## src/source/eeprom_pkg.sv

```systemverilog
package eeprom_pkg;

    // kind of request taken from the user side
    typedef enum logic
    {
        op_write,
        op_read
    } eeprom_op_e;

    // transfer sequencer states
    typedef enum logic [3:0]
    {
        idle,
        send_start,
        send_ctrl_w,
        send_addr,
        send_data,
        send_restart,
        send_ctrl_r,
        recv_data,
        send_stop,
        finish
    } seq_state_e;

    // bit level commands to the line engine
    typedef enum logic [1:0]
    {
        cmd_start,
        cmd_stop,
        cmd_tx_byte,
        cmd_rx_byte
    } line_cmd_e;

    localparam logic [3:0] DEVICE_CODE = 4'b1010; // upper nibble of control byte

endpackage

```

## src/source/request_capture.sv

```systemverilog
`timescale 1ns/1ns
module request_capture import eeprom_pkg::*;
(
    input  logic        CLK,
    input  logic        RESET,
    input  logic        wr,
    input  logic        rd,
    input  logic [10:0] addr,
    input  logic [7:0]  wr_data,
    input  logic        seq_done,
    output logic        busy,
    output logic        req_valid,
    output eeprom_op_e  req_op,
    output logic [10:0] req_addr,
    output logic [7:0]  req_data
);

    logic valid_q;   // req_valid one cycle late, covers the ack cycle
    logic accept;

    assign busy   = req_valid | valid_q;
    assign accept = !busy && (wr || rd);

    always_ff @(posedge CLK)
    begin
        if (RESET)
        begin
            req_valid <= 1'b0;
            valid_q   <= 1'b0;
        end
        else
        begin
            valid_q <= req_valid;
            if (seq_done)
                req_valid <= 1'b0;
            else if (accept)
                req_valid <= 1'b1;
        end
    end

    // operands held for the whole transfer
    always_ff @(posedge CLK)
    begin
        if (accept)
        begin
            req_op   <= wr ? op_write : op_read;   // wr wins
            req_addr <= addr;
            req_data <= wr_data;
        end
    end

endmodule

```

## config.mk

```make
export PLATFORM = sky130hd
export DESIGN_NAME = request_capture
export DESIGN_NICKNAME = d
export VERILOG_FILES = /design/src/source/eeprom_pkg.sv /design/src/source/request_capture.sv
export SDC_FILE = /design/constraint.sdc
export NUM_CORES = 1
export LEC_CHECK = 0
export BUFFER_PORTS_ARGS = -buffer_cell sky130_fd_sc_hd__buf_2
export CORE_UTILIZATION = 35
export CTS_CLUSTER_DIAMETER = 150
export CTS_CLUSTER_SIZE = 8
export DETAILED_ROUTE_END_ITERATION = 8
export PLACE_DENSITY = 0.72
export SYNTH_ARGS = -nofsm -noshare
export SYNTH_HDL_FRONTEND = slang
export SYNTH_SLANG_ARGS = --single-unit
export TNS_END_PERCENT = 30
```

## constraint.sdc

```tcl
create_clock -name CLK -period 1.8 [get_ports CLK]
set_input_delay 0.36 -clock CLK [delete_from_list [all_inputs] [get_ports CLK]]
set_output_delay 0.36 -clock CLK [all_outputs]
set_load 0.01 [all_outputs]
```

# --- Yosys cells after proc, flatten, opt, wreduce, memory -nomap -nowiden ---
# Cells that the tools add are included.
word_totals:
  word_cells: 11
  ff_bits: 22
op_classes:
  mux: 1
  n_bitwise: 1
  n_reduce_logical: 4
op_table:
  columns: ["cell", "n"]
  rows:
  - ["2-bit OR reduction", 1]
  - ["1-bit logical AND", 1]
  - ["1-bit logical NOT", 1]
  - ["1-bit logical OR", 1]
  - ["1-bit two-way mux", 1]
  - ["1-bit OR", 1]

# --- Logic depth before layout (Yosys ltp) ---
# Gate-level depths: netlist of run 1.
depth:
  depth_word: 3
  mapped_depth: 2
  mapped_depth_nobuf: 2

# --- Worst setup path before layout of run 1 ---
# No wires, ideal clock.
synth_timing:
  path_type: "reg-to-reg"
  start: "register req_valid"
  end: "register req_addr[0] (enable)"
  synth_period_minus_slack_ns: 1.957
  stages_incl_launch_ff: 3
  n_path_buf: 0
  path_slack_ns: -0.157
  setup_ns: 0.397
  t_arrival_ns: 1.560
  path_cell_list: "dfxtp_1 > or2_2 > nor2_1"
synth_via:
  elab_chain_cells: 3
synth_rtl:
  columns: ["item", "line_no", "text"]
  rows:
  - ["start, declared", "request_capture.sv:12", "output logic req_valid,"]
  - ["start signal, assigned", "request_capture.sv:28", "req_valid <= 1'b0;"]
  - ["start signal, assigned", "request_capture.sv:35", "req_valid <= 1'b0;"]
  - ["start signal, assigned", "request_capture.sv:37", "req_valid <= 1'b1;"]
  - ["1-bit OR", "request_capture.sv:21", "assign busy = req_valid | valid_q;"]
  - ["net busy", "request_capture.sv:11", "output logic busy,"]
  - ["1-bit logical NOT", "request_capture.sv:22", "assign accept = !busy && (wr || rd);"]
  - ["1-bit logical AND", "request_capture.sv:22", null]
  - ["net accept", "request_capture.sv:19", "logic accept;"]
  - ["end signal, assigned", "request_capture.sv:47", "req_addr <= addr;"]
  - ["end, declared", "request_capture.sv:14", "output logic [10:0] req_addr,"]
# The timed path passes the listed nets, and every way through them passes these cells.
# A chain may end at the register's enable or synchronous reset.

# --- Worst setup path in the final report of run 1 ---
layout_timing:
  start: "register req_valid"
  end: "output busy"
layout_via:
  elab_chain_cells: 1
layout_rtl:
  columns: ["item", "line_no"]
  rows:
  - ["1-bit OR", "request_capture.sv:21"]
  - ["end, declared", "request_capture.sv:11"]
# No other way between the ends.

==> flow_metrics.env, run 1 <==
export IMPL_seq_power_share_pct=62.5
export IMPL_power_density_mw_per_mm2=995.4
export IMPL_cellLeakagePower_nw=0.4393
export IMPL_yosys_area_top_type="sky130_fd_sc_hd__edfxtp_1"
export IMPL_cts_sink_count=22
export IMPL_synth_mux_area_share_pct=0
export IMPL_drive_above_1_share_pct=66.25
export IMPL_drv_max_cap_violation_count=0
export IMPL_clock_skew_ns=0.002579
export IMPL_initial_antenna_violation_count=0
export IMPL_grt_pass1_wl_mm=1.455
export IMPL_post_synth_and_or_nand_nor_area_fraction_pct=3.285
export IMPL_post_cts_setup_buffers=0
export IMPL_place_gp_congestion=0.6798
export IMPL_peakVddDrop_mv=0.5035
export IMPL_drt_iter0_drcs=7
export IMPL_wl_mm=1.137
export IMPL_io_buffers=45
export IMPL_floorplan_die_area_mm2=0.002140
export IMPL_post_synth_inst_count=30
export IMPL_clockPowerShare_pct=26.2
export IMPL_synth_area_um2=685.7
export IMPL_viasPerCell=4.114
export IMPL_number_of_vias_in_the_routed_layout=432
export IMPL_overflow=0
export IMPL_timing_critical_path_arrival_ns=1.11
export IMPL_cts_repair_resize_count=0
export IMPL_core_area_mm2=0.001783
export IMPL_clk_latency_ns=0.29
export IMPL_internal_power_mw=0.7783
export IMPL_final_setup_worst_slack_ns=0.3317
export IMPL_slew_headroom_pct=83.01
export IMPL_die_w_um=46.26
export IMPL_start_util_pct=38.46
export IMPL_ys_top_cells_by_count="sky130_fd_sc_hd__edfxtp_1 (20), sky130_fd_sc_hd__nor2_1 (3), sky130_fd_sc_hd__dfxtp_1 (2), sky130_fd_sc_hd__inv_1 (2)"
export IMPL_maximum_buffer_depth_of_the_clock_tree=2
export IMPL_synth_xor_xnor_area_share_pct=0
export IMPL_achievable_frequency_ghz=0.6811
export IMPL_yosys_top_cells_area="sky130_fd_sc_hd__edfxtp_1 (88%), sky130_fd_sc_hd__dfxtp_1 (5.8%), sky130_fd_sc_hd__a2111oi_2 (2.2%)"
export IMPL_synth_fa_ha_area_share_pct=0
export IMPL_yosys_cell_count_top_type="sky130_fd_sc_hd__edfxtp_1"
export IMPL_sw_frac_of_total_pct=20.90
export IMPL_holdWs_ns=0.2205
export IMPL_post_synth_arst_share_pct=0
export IMPL_timing_hold_violations_final=0
export IMPL_std_cell_rows=15
export IMPL_detail_route_drc_violations=0
export IMPL_yosysWarningCount=0
export IMPL_r2r_start="req_valid"
export IMPL_timing_hold_worst_path_depth=2
export IMPL_synth_edff_count=20
export IMPL_min_delay_start="seq_done"
export IMPL_number_of_max_slew_violations_in_the_final_report=0
export IMPL_reg2reg_slack_ns=0.48
export IMPL_mean_instance_size_in_the_synthesized_netlist_um2=22.86
export IMPL_layout_area_seq_um2=640.6
export IMPL_final_fill_count=163
export IMPL_timing_critical_path_to_type="output pin"
export IMPL_crit_required_ns=1.44
export IMPL_complex_gate_fraction_of_the_synthesized_area_pct=2.190
export IMPL_synthDistinctLibCells=7
export IMPL_pre_cts_slack_ns=0.5002
export IMPL_tritoncts_buffer_count=3
export IMPL_synth_seq_area_share_pct=93.43
export IMPL_final_min_clock_period_ns=1.468
export IMPL_min_delay_worst_endpoint="req_valid"
export IMPL_synthToLayoutAreaGrowth_pct=44.16
export IMPL_synth_seq_cells=22
export IMPL_status="finished clean"
export IMPL_setup_repair_after_global_routing_missed_its_margin="no"
export IMPL_timing_critical_path_from_type="flip-flop"
export IMPL_number_of_antenna_repair_diodes=0
export IMPL_synth_top_area_share_pct=87.59
export IMPL_critical_path_reg2reg_endpoint="req_addr[6]"
export IMPL_postSynthNetCount=54
export IMPL_synth_top_flop_cell="sky130_fd_sc_hd__edfxtp_1"
export IMPL_ctsRootBufferMaster="sky130_fd_sc_hd__clkbuf_4"
export IMPL_design_final_nets=105
export IMPL_tritoncts_clock_tree="yes"
export IMPL_setup_tns_final_ns=0
export IMPL_worst_setup_path_startpoint="req_valid"
export IMPL_p_sw_mw=0.2057
export IMPL_period_share_pct=81.57
export IMPL_htreeDepth=1
export IMPL_combPwrFrac_pct=11.3
export IMPL_timing_worst_slew_pin_value_ns=0.2549
export IMPL_first_global_vias=377
export IMPL_largest_net_degree_at_the_start_of_global_routing=21
export IMPL_setup_viol=0
export IMPL_grt_util_all_layers_pct=9.934
export IMPL_worst_path_max_fanout=4
export IMPL_critPathKind="flip-flop to output pin"
export IMPL_wire_per_inst_um=10.83
export IMPL_timing_reg2reg_worst_path_depth=3
export IMPL_chipHeight_um=46.26
export IMPL_io_pin_count=46
export IMPL_antenna_viol_nets_final=0
export IMPL_detail_route_first_pass_iterations=3
export IMPL_clk_transition_reported_paths_ns=0.11
export IMPL_main_combinational_cell_family_by_area_after_synthesis="simple AND/OR/NAND/NOR gates"
export IMPL_hold_class="input port to flip-flop"
export IMPL_ctsHoldBuffers=0
export IMPL_multiInputGateArea_um2=40.04
layout make-up:
class / count / share of cell area [%]
sequential: 22 / 64.81
multi-input combinational: 6 / 4.051
inverter: 2 / 0.7595
timing repair buffer: 46 / 23.54
tap: 25 / 3.165
clock buffer: 4 / 3.671
how the worst max path moves through the flow:
stage,to,depth (start not counted)
2_1_floorplan,req_addr[0],2
3_3_place_gp,req_data[0],3
3_5_place_dp,req_addr[7],3
4_1_cts,busy,2
5_1_grt,busy,2
6_report,busy,2
per-layer routing:
layer / part of all wire (%) / track usage [%] / vias up
li1: - / - / 212
met1: 45 / 12.21 / 190
met2: 43 / 14.37 / 30
met3: 12 / 5.882 / 0
met4: 0 / 3.529 / 0
met5: 0 / 0 / -
power groups by stage:
stage	Combinational [mW]	Clock [mW]	Sequential, mW
floorplan	0.0210	0	0.650
global placement	0.111	0	0.626
detailed placement	0.113	0	0.627
CTS	0.113	0.267	0.616
global route	0.123	0.284	0.619
finish	0.112	0.257	0.615
sequential cells by signal, indices dropped and copies added, names as in the netlist:
register and flops:
req_valid 1, req_op 1, valid_q 1, req_data 8, req_addr 11
stage by stage:
stage,instances,power (mW),instance area [um2],utilization [%]
after floorplan,30,0.6711,688.2,-
after global placement,101,0.7370,952.2,53.40
after detailed placement,101,0.7401,952.2,53.40
after CTS,105,0.9957,988.4,55.44
after global routing,105,1.026,988.4,55.44
final,105,0.9839,988.4,55.44
worst max-delay path: stages (launching register included):
cell                      delay [ns]
sky130_fd_sc_hd__dfxtp_1        0.35
sky130_fd_sc_hd__or2_2          0.32
sky130_fd_sc_hd__buf_2          0.15
cells by family after synthesis:
group,Yosys count
buffers and inverters,2
and+or+nand+nor,5
AOI/OAI and AO/OA,1
DFF,22
cells in the final DEF (no fill, tap or decap), drive strengths merged:
cell / synthesis / routed
buf: 0 / 46
or2: 1 / 1
edfxtp: 20 / 20
dfxtp: 2 / 2
a2111oi: 1 / 1
clkbuf: 0 / 4
nor3: 1 / 1
nor2: 3 / 3
inv: 2 / 2
(Power assumes the default switching activity.)
==> inputs of run 2 (changes only) <==
- ABC_AREA: default -> 1
- CORE_UTILIZATION: 35 -> 39
- PLACE_DENSITY: 0.72 -> 0.75
- clock period: 1.8 -> 1.4 ns (I/O delays scaled with it)
==> run 2 against run 1 <==
Compared with the run above: the run now ends with design-rule violations left; critical endpoint unchanged; non-clock buffer count did not move; via count rose by 3.5%; wire length rose by 0.62%; critical path depth rose by 1.
==> flow_metrics.env, run 2 <==
export IMPL_largest_register_ffs=11
export IMPL_synth_top_flop_cell="sky130_fd_sc_hd__edfxtp_1"
export IMPL_ys_top_cells_by_count="sky130_fd_sc_hd__edfxtp_1 (20), sky130_fd_sc_hd__inv_1 (5), sky130_fd_sc_hd__dfxtp_1 (2)"
export IMPL_place_detailed_instances=95
export IMPL_worst_setup_path_startpoint="req_valid"
export IMPL_grt_util_all_layers_pct=12.74
export IMPL_sw_frac_of_total_pct=21.37
export IMPL_synth_seq_area_share_pct=92.25
export IMPL_power_density_mw_per_mm2=1237
export IMPL_initial_antenna_violation_count=0
export IMPL_ctsHoldBuffers=0
export IMPL_seq_power_share_pct=65.1
export IMPL_clockPowerShare_pct=21.8
export IMPL_layout_common_cells="sky130_fd_sc_hd__buf_2 (45), sky130_fd_sc_hd__edfxtp_1 (20), sky130_fd_sc_hd__inv_1 (5), sky130_fd_sc_hd__clkbuf_4 (3), sky130_fd_sc_hd__dfxtp_1 (2)"
export IMPL_yosysWarningCount=0
export IMPL_cts_repair_resize_count=0
export IMPL_dpl_hpwl_um=917.1
export IMPL_cellLeakagePower_nw=0.4580
export IMPL_ctsRootBufferMaster="sky130_fd_sc_hd__clkbuf_4"
export IMPL_synth_top_area_share_pct=86.49
export IMPL_combPwrFrac_pct=13.0
export IMPL_crit_end="busy"
export IMPL_detail_route_drc_violations=5
export IMPL_timing_reg2reg_worst_path_depth=4
export IMPL_std_cell_rows=14
export IMPL_grt_pass1_wl_mm=1.718
export IMPL_post_cts_setup_buffers=0
export IMPL_largest_net_degree_at_the_start_of_global_routing=21
export IMPL_top_register="req_addr"
export IMPL_total_power_mw=1.219
export IMPL_post_synth_inst_count=33
export IMPL_clk_latency_ns=0.29
export IMPL_top_regs="req_addr (11), req_data (8)"
export IMPL_antenna_viol_nets_final=0
export IMPL_status="complete, but fails checks"
export IMPL_start_util_pct=44.05
export IMPL_io_pin_count=46
export IMPL_die_w_um=44.20
export IMPL_detail_route_first_pass_iterations=5
export IMPL_wl_mm=1.144
export IMPL_failed_checks="design-rule violations"
export IMPL_drt_iter0_drcs=11
export IMPL_mean_instance_size_in_the_synthesized_netlist_um2=21.04
export IMPL_yosys_cell_count_top_type="sky130_fd_sc_hd__edfxtp_1"
export IMPL_synth_edff_count=20
export IMPL_yosys_top_cells_area="sky130_fd_sc_hd__edfxtp_1 (86%), sky130_fd_sc_hd__dfxtp_1 (5.8%), sky130_fd_sc_hd__inv_1 (2.7%)"
export IMPL_groute_layer_met1_usage_pct=13.30
export IMPL_number_of_vias_in_the_routed_layout=447
export IMPL_layout_cells_most_common="sky130_fd_sc_hd__buf_2"
export IMPL_p_sw_mw=0.2605
export IMPL_timing_critical_path_slowest_stage_cell="sky130_fd_sc_hd__dfxtp_1"
export IMPL_cts_sink_count=22
export IMPL_setup_viol=0
export IMPL_viasPerCell=4.515
export IMPL_synth_seq_cells=22
export IMPL_slew_headroom_pct=92.00
export IMPL_critical_path_cell_chain="nor2_2 > inv_1 > buf_2"
export IMPL_min_delay_start="RESET"
export IMPL_htreeDepth=1
export IMPL_setup_tns_final_ns=0
export IMPL_yosys_area_top_type="sky130_fd_sc_hd__edfxtp_1"
export IMPL_wire_per_inst_um=11.56
export IMPL_period_share_pct=87.99
export IMPL_tritoncts_clock_tree="yes"
export IMPL_timing_hold_violations_final=0
export IMPL_synth_area_um2=694.4
export IMPL_worst_path_max_fanout=3
export IMPL_hold_class="input port to flip-flop"
export IMPL_synthToLayoutAreaGrowth_pct=41.98
export IMPL_final_util_pct=62.54
export IMPL_timing_worst_slew_pin_value_ns=0.1199
export IMPL_postSynthNetCount=57
export IMPL_max_stage_delay_ns=0.34
export IMPL_chipHeight_um=44.20
export IMPL_floorplan_die_area_mm2=0.001953
export IMPL_setup_repair_after_global_routing_missed_its_margin="no"
export IMPL_achievable_frequency_ghz=0.8118
export IMPL_critPathKind="flip-flop to output pin"
export IMPL_r2r_start="req_valid"
export IMPL_overflow=0
export IMPL_drive_above_1_share_pct=62.65
export IMPL_final_min_clock_period_ns=1.232
export IMPL_post_synth_arst_share_pct=0
export IMPL_drv_max_cap_violation_count=0
export IMPL_io_buffers=45
export IMPL_grt_most_used_layer="met2"
export IMPL_clk_transition_reported_paths_ns=0.11
export IMPL_design_final_nets=108
export IMPL_timing_critical_path_to_type="output pin"
export IMPL_grt_use_met3_pct=3.265
export IMPL_first_global_vias=427
export IMPL_tritoncts_buffer_count=3
export IMPL_internal_power_mw=0.9586
export IMPL_holdWs_ns=0.1493
export IMPL_timing_critical_path_from_type="flip-flop"
export IMPL_place_gp_congestion=0.6110
export IMPL_critical_path_reg2reg_endpoint="req_data[2]"
export IMPL_timing_critical_path_arrival_ns=0.95
export IMPL_grt_use_met2_pct=22.94
export IMPL_synthDistinctLibCells=9
export IMPL_crit_required_ns=1.12
export IMPL_reg2reg_slack_ns=0.29
export IMPL_peakVddDrop_mv=0.7083
export IMPL_number_of_antenna_repair_diodes=0
export IMPL_core_area_mm2=0.001577
export IMPL_number_of_max_slew_violations_in_the_final_report=0
export IMPL_final_cells=99
export IMPL_maximum_buffer_depth_of_the_clock_tree=2
export IMPL_clock_skew_ns=0.002604
-- run 2: cell types whose count changed after synthesis, sizes merged --
| cell | change |
|---|---|
| nor2 | -1 |
| nor3 | -1 |
| nand2 | +2 |
| a2111oi | -1 |
| a21oi | +1 |
| inv | +3 |
-- run 2: worst min path at each step --
stage | endpoint | slack, ns | cells past startpoint
floorplan | valid_q | 0.35 | 1
global placement | valid_q | 0.45 | 2
detailed placement | req_addr[0] | 0.46 | 1
CTS | valid_q | 0.14 | 2
global route | req_addr[4] | 0.13 | 1
finish | valid_q | 0.15 | 2
-- run 2: cell type report --
class                      instances  area, um2
clock inverter                     1      3.754
sequential                        22      640.6
clock buffer                       3      22.52
timing repair buffer              46      245.2
fill                             131      590.6
tap                               16      20.02
multi-input combinational          6      35.03
inverter                           5      18.77
-- run 2: per-layer routing --
layer,vias to the layer above,routed length [um],part of all wire [%]
li1,216,-,-
met1,197,410,36
met2,34,599,52
met3,0,134,12
met4,0,0,0
met5,-,0,0
-- run 2: logic make-up (layout without fill, tap and decap cells) --
| family | Yosys count | count (layout) | synth area share, % |
|---|---|---|---|
| flops | 22 | 22 | 92.25 |
| compound gates | 1 | 1 | 1.261 |
| simple gates | 5 | 5 | 3.784 |
| buf+inv | 5 | 55 | 2.703 |
-- run 2: through the flow --
step | area (um2) | setup WS (ns)
after global placement | 959.7 | 0.3344
after detailed placement | 959.7 | 0.2806
after CTS | 985.9 | 0.1515
after global routing | 985.9 | 0.09194
final | 985.9 | 0.1682
after floorplan | 694.4 | 0.07303
-- run 2: power groups by stage --
stage / Sequential [mW] / Clock (mW) / Combinational, mW
after global routing: 0.799 / 0.309 / 0.174
after global placement: 0.808 / 0 / 0.158
final: 0.794 / 0.266 / 0.159
after CTS: 0.795 / 0.286 / 0.162
after floorplan: 0.842 / 0 / 0.0306
after detailed placement: 0.810 / 0 / 0.162
-- run 2: worst max-delay path: cells and delay by family (launching register included) --
| kind | cells | cell delay, ns |
|---|---|---|
| buffers and inverters | 2 | 0.18 |
| flip-flops | 1 | 0.34 |
| AND/OR/NAND/NOR | 1 | 0.14 |
==> inputs of run 3 (changes only) <==
- CORE_UTILIZATION: 39 -> 35
- PLACE_DENSITY: 0.75 -> 0.71
- clock period: 1.4 -> 1 ns (I/O delays scaled with it)
==> run 3 against run 2 <==
Compared with the run above: wire length up 1.5%; combinational power up 77%; first-iteration DRC count down 82%; the run ends with negative setup slack left.
==> flow_metrics.env, run 3 (synthesis results as in run 2) <==
export IMPL_antenna_viol_nets_final=0
export IMPL_timing_reg2reg_worst_path_depth=4
export IMPL_top_register="req_addr"
export IMPL_maximum_buffer_depth_of_the_clock_tree=2
export IMPL_final_fill_count=155
export IMPL_synthToLayoutAreaGrowth_pct=55.50
export IMPL_first_global_vias=390
export IMPL_wire_per_inst_um=10.37
export IMPL_cts_sink_count=22
export IMPL_cellLeakagePower_nw=0.4928
export IMPL_layout_common_cells="sky130_fd_sc_hd__buf_2 (44), sky130_fd_sc_hd__edfxtp_1 (20), sky130_fd_sc_hd__inv_1 (4), sky130_fd_sc_hd__clkbuf_4 (3)"
export IMPL_failed_checks="negative setup slack"
export IMPL_achievable_frequency_ghz=0.8990
export IMPL_clk_latency_ns=0.29
export IMPL_worst_path_max_fanout=2
export IMPL_setup_tns_final_ns=-2.092
export IMPL_ctsRootBufferMaster="sky130_fd_sc_hd__clkbuf_4"
export IMPL_number_of_max_slew_violations_in_the_final_report=0
export IMPL_timing_critical_path_arrival_ns=0.91
export IMPL_status="complete, but fails checks"
export IMPL_critPathKind="flip-flop to output pin"
export IMPL_hold_class="input port to flip-flop"
export IMPL_timing_critical_path_from_type="flip-flop"
export IMPL_peakVddDrop_mv=0.7719
export IMPL_min_delay_start="RESET"
export IMPL_io_buffers=45
export IMPL_reg2reg_slack_ns=-0.11
export IMPL_final_cells=112
export IMPL_timing_critical_path_to_type="output pin"
export IMPL_critical_path_reg2reg_endpoint="req_addr[4]"
export IMPL_drv_max_cap_violation_count=0
export IMPL_clock_skew_ns=0.005637
export IMPL_clk_transition_reported_paths_ns=0.10
export IMPL_timing_worst_slew_pin_value_ns=0.1381
export IMPL_detail_route_first_pass_iterations=2
export IMPL_slew_headroom_pct=90.78
export IMPL_crit_required_ns=0.80
export IMPL_drt_iter0_drcs=2
export IMPL_drive_above_1_share_pct=67.82
export IMPL_wl_mm=1.161
export IMPL_overflow=0
export IMPL_r2r_start="valid_q"
export IMPL_setup_repair_after_global_routing_missed_its_margin="yes"
export IMPL_std_cell_rows=15
export IMPL_timing_hold_worst_path_depth=2
export IMPL_largest_register_ffs=11
export IMPL_timing_hold_violations_final=0
export IMPL_detail_route_drc_violations=0
export IMPL_tritoncts_buffer_count=3
export IMPL_die_w_um=46.54
export IMPL_start_util_pct=38.54
export IMPL_period_share_pct=111.2
export IMPL_grt_pass1_wl_mm=1.524
export IMPL_holdWs_ns=0.06332
export IMPL_number_of_vias_in_the_routed_layout=459
export IMPL_power_density_mw_per_mm2=1637
export IMPL_largest_net_degree_at_the_start_of_global_routing=21
export IMPL_number_of_antenna_repair_diodes=0
export IMPL_htreeDepth=1
export IMPL_total_power_mw=1.768
export IMPL_min_delay_worst_endpoint="valid_q"
export IMPL_core_area_mm2=0.001802
export IMPL_io_pin_count=46
export IMPL_tritoncts_clock_tree="yes"
export IMPL_viasPerCell=4.098
export IMPL_grt_util_all_layers_pct=11.05
export IMPL_design_final_nets=112
export IMPL_final_min_clock_period_ns=1.112
export IMPL_chipHeight_um=46.54
export IMPL_place_gp_congestion=0.5630
export IMPL_final_setup_worst_slack_ns=-0.1123
export IMPL_place_detailed_instances=106
export IMPL_floorplan_die_area_mm2=0.002166
export IMPL_top_regs="req_addr (11), req_data (8)"
export IMPL_initial_antenna_violation_count=0
export IMPL_setup_viol=31
export IMPL_layout_cells_most_common="sky130_fd_sc_hd__buf_2"
## run 3: power breakdown
group,leakage [nW],internal [mW],switching [mW]
Sequential,0.215,1.09,0.0176
Combinational,0.262,0.151,0.130
Clock,0.0154,0.145,0.229
Total,0.493,1.39,0.377
## run 3: how the worst max path moves through the flow
stage / endpoint / slack [ns] / cells past startpoint / from
2_1_floorplan: req_addr[0] / -0.10 / 3 / req_valid
3_3_place_gp: req_addr[5] / -0.02 / 4 / valid_q
3_5_place_dp: req_addr[5] / -0.05 / 4 / valid_q
4_1_cts: busy / -0.14 / 3 / req_valid
5_1_grt: busy / -0.15 / 3 / valid_q
6_report: busy / -0.11 / 3 / valid_q
## run 3: repair_timing
| item | CTS | global route |
|---|---|---|
| resized for setup | 2 | 1 |
| gates cloned | 0 | 2 |
| endpoints found under the setup margin | 42 | 42 |
| hold buffers | 0 | 0 |
| pin swaps | 1 | 2 |
| setup buffers | 0 | 0 |
## run 3: through the flow
| stage | cell area (um2) | setup WS [ns] | util, % |
|---|---|---|---|
| global route | 1080 | -0.1518 | 59.93 |
| finish | 1080 | -0.1123 | 59.93 |
| global placement | 991.0 | -0.01809 | 55.00 |
| detailed placement | 991.0 | -0.05196 | 55.00 |
| CTS | 1028 | -0.1443 | 57.08 |
| floorplan | 699.4 | -0.1036 | - |
## run 3: routing by layer
layer  track usage (%)  vias to the layer above  routed length (um)
met5                 0                        -                   0
met4             8.824                        0                  25
met3             4.706                        4                 136
met2             17.22                       34                 568
met1             11.45                      194                 430
li1                  -                      227                   -
## run 3: layout make-up
cell class	count	area [um2]	area share [%]
clock buffer	3	22.52	2.086
clock inverter	1	3.754	0.3476
inverter	5	22.52	2.086
multi-input combinational	6	40.04	3.708
sequential	22	643.1	59.56
tap	25	31.28	2.897
timing repair buffer	50	316.6	29.32
## run 3: critical path: stages, from the launching register on
cell and delay [ns]:
sky130_fd_sc_hd__dfxtp_2 0.34, sky130_fd_sc_hd__nor2_4 0.11, sky130_fd_sc_hd__inv_1 0.04, sky130_fd_sc_hd__buf_2 0.13
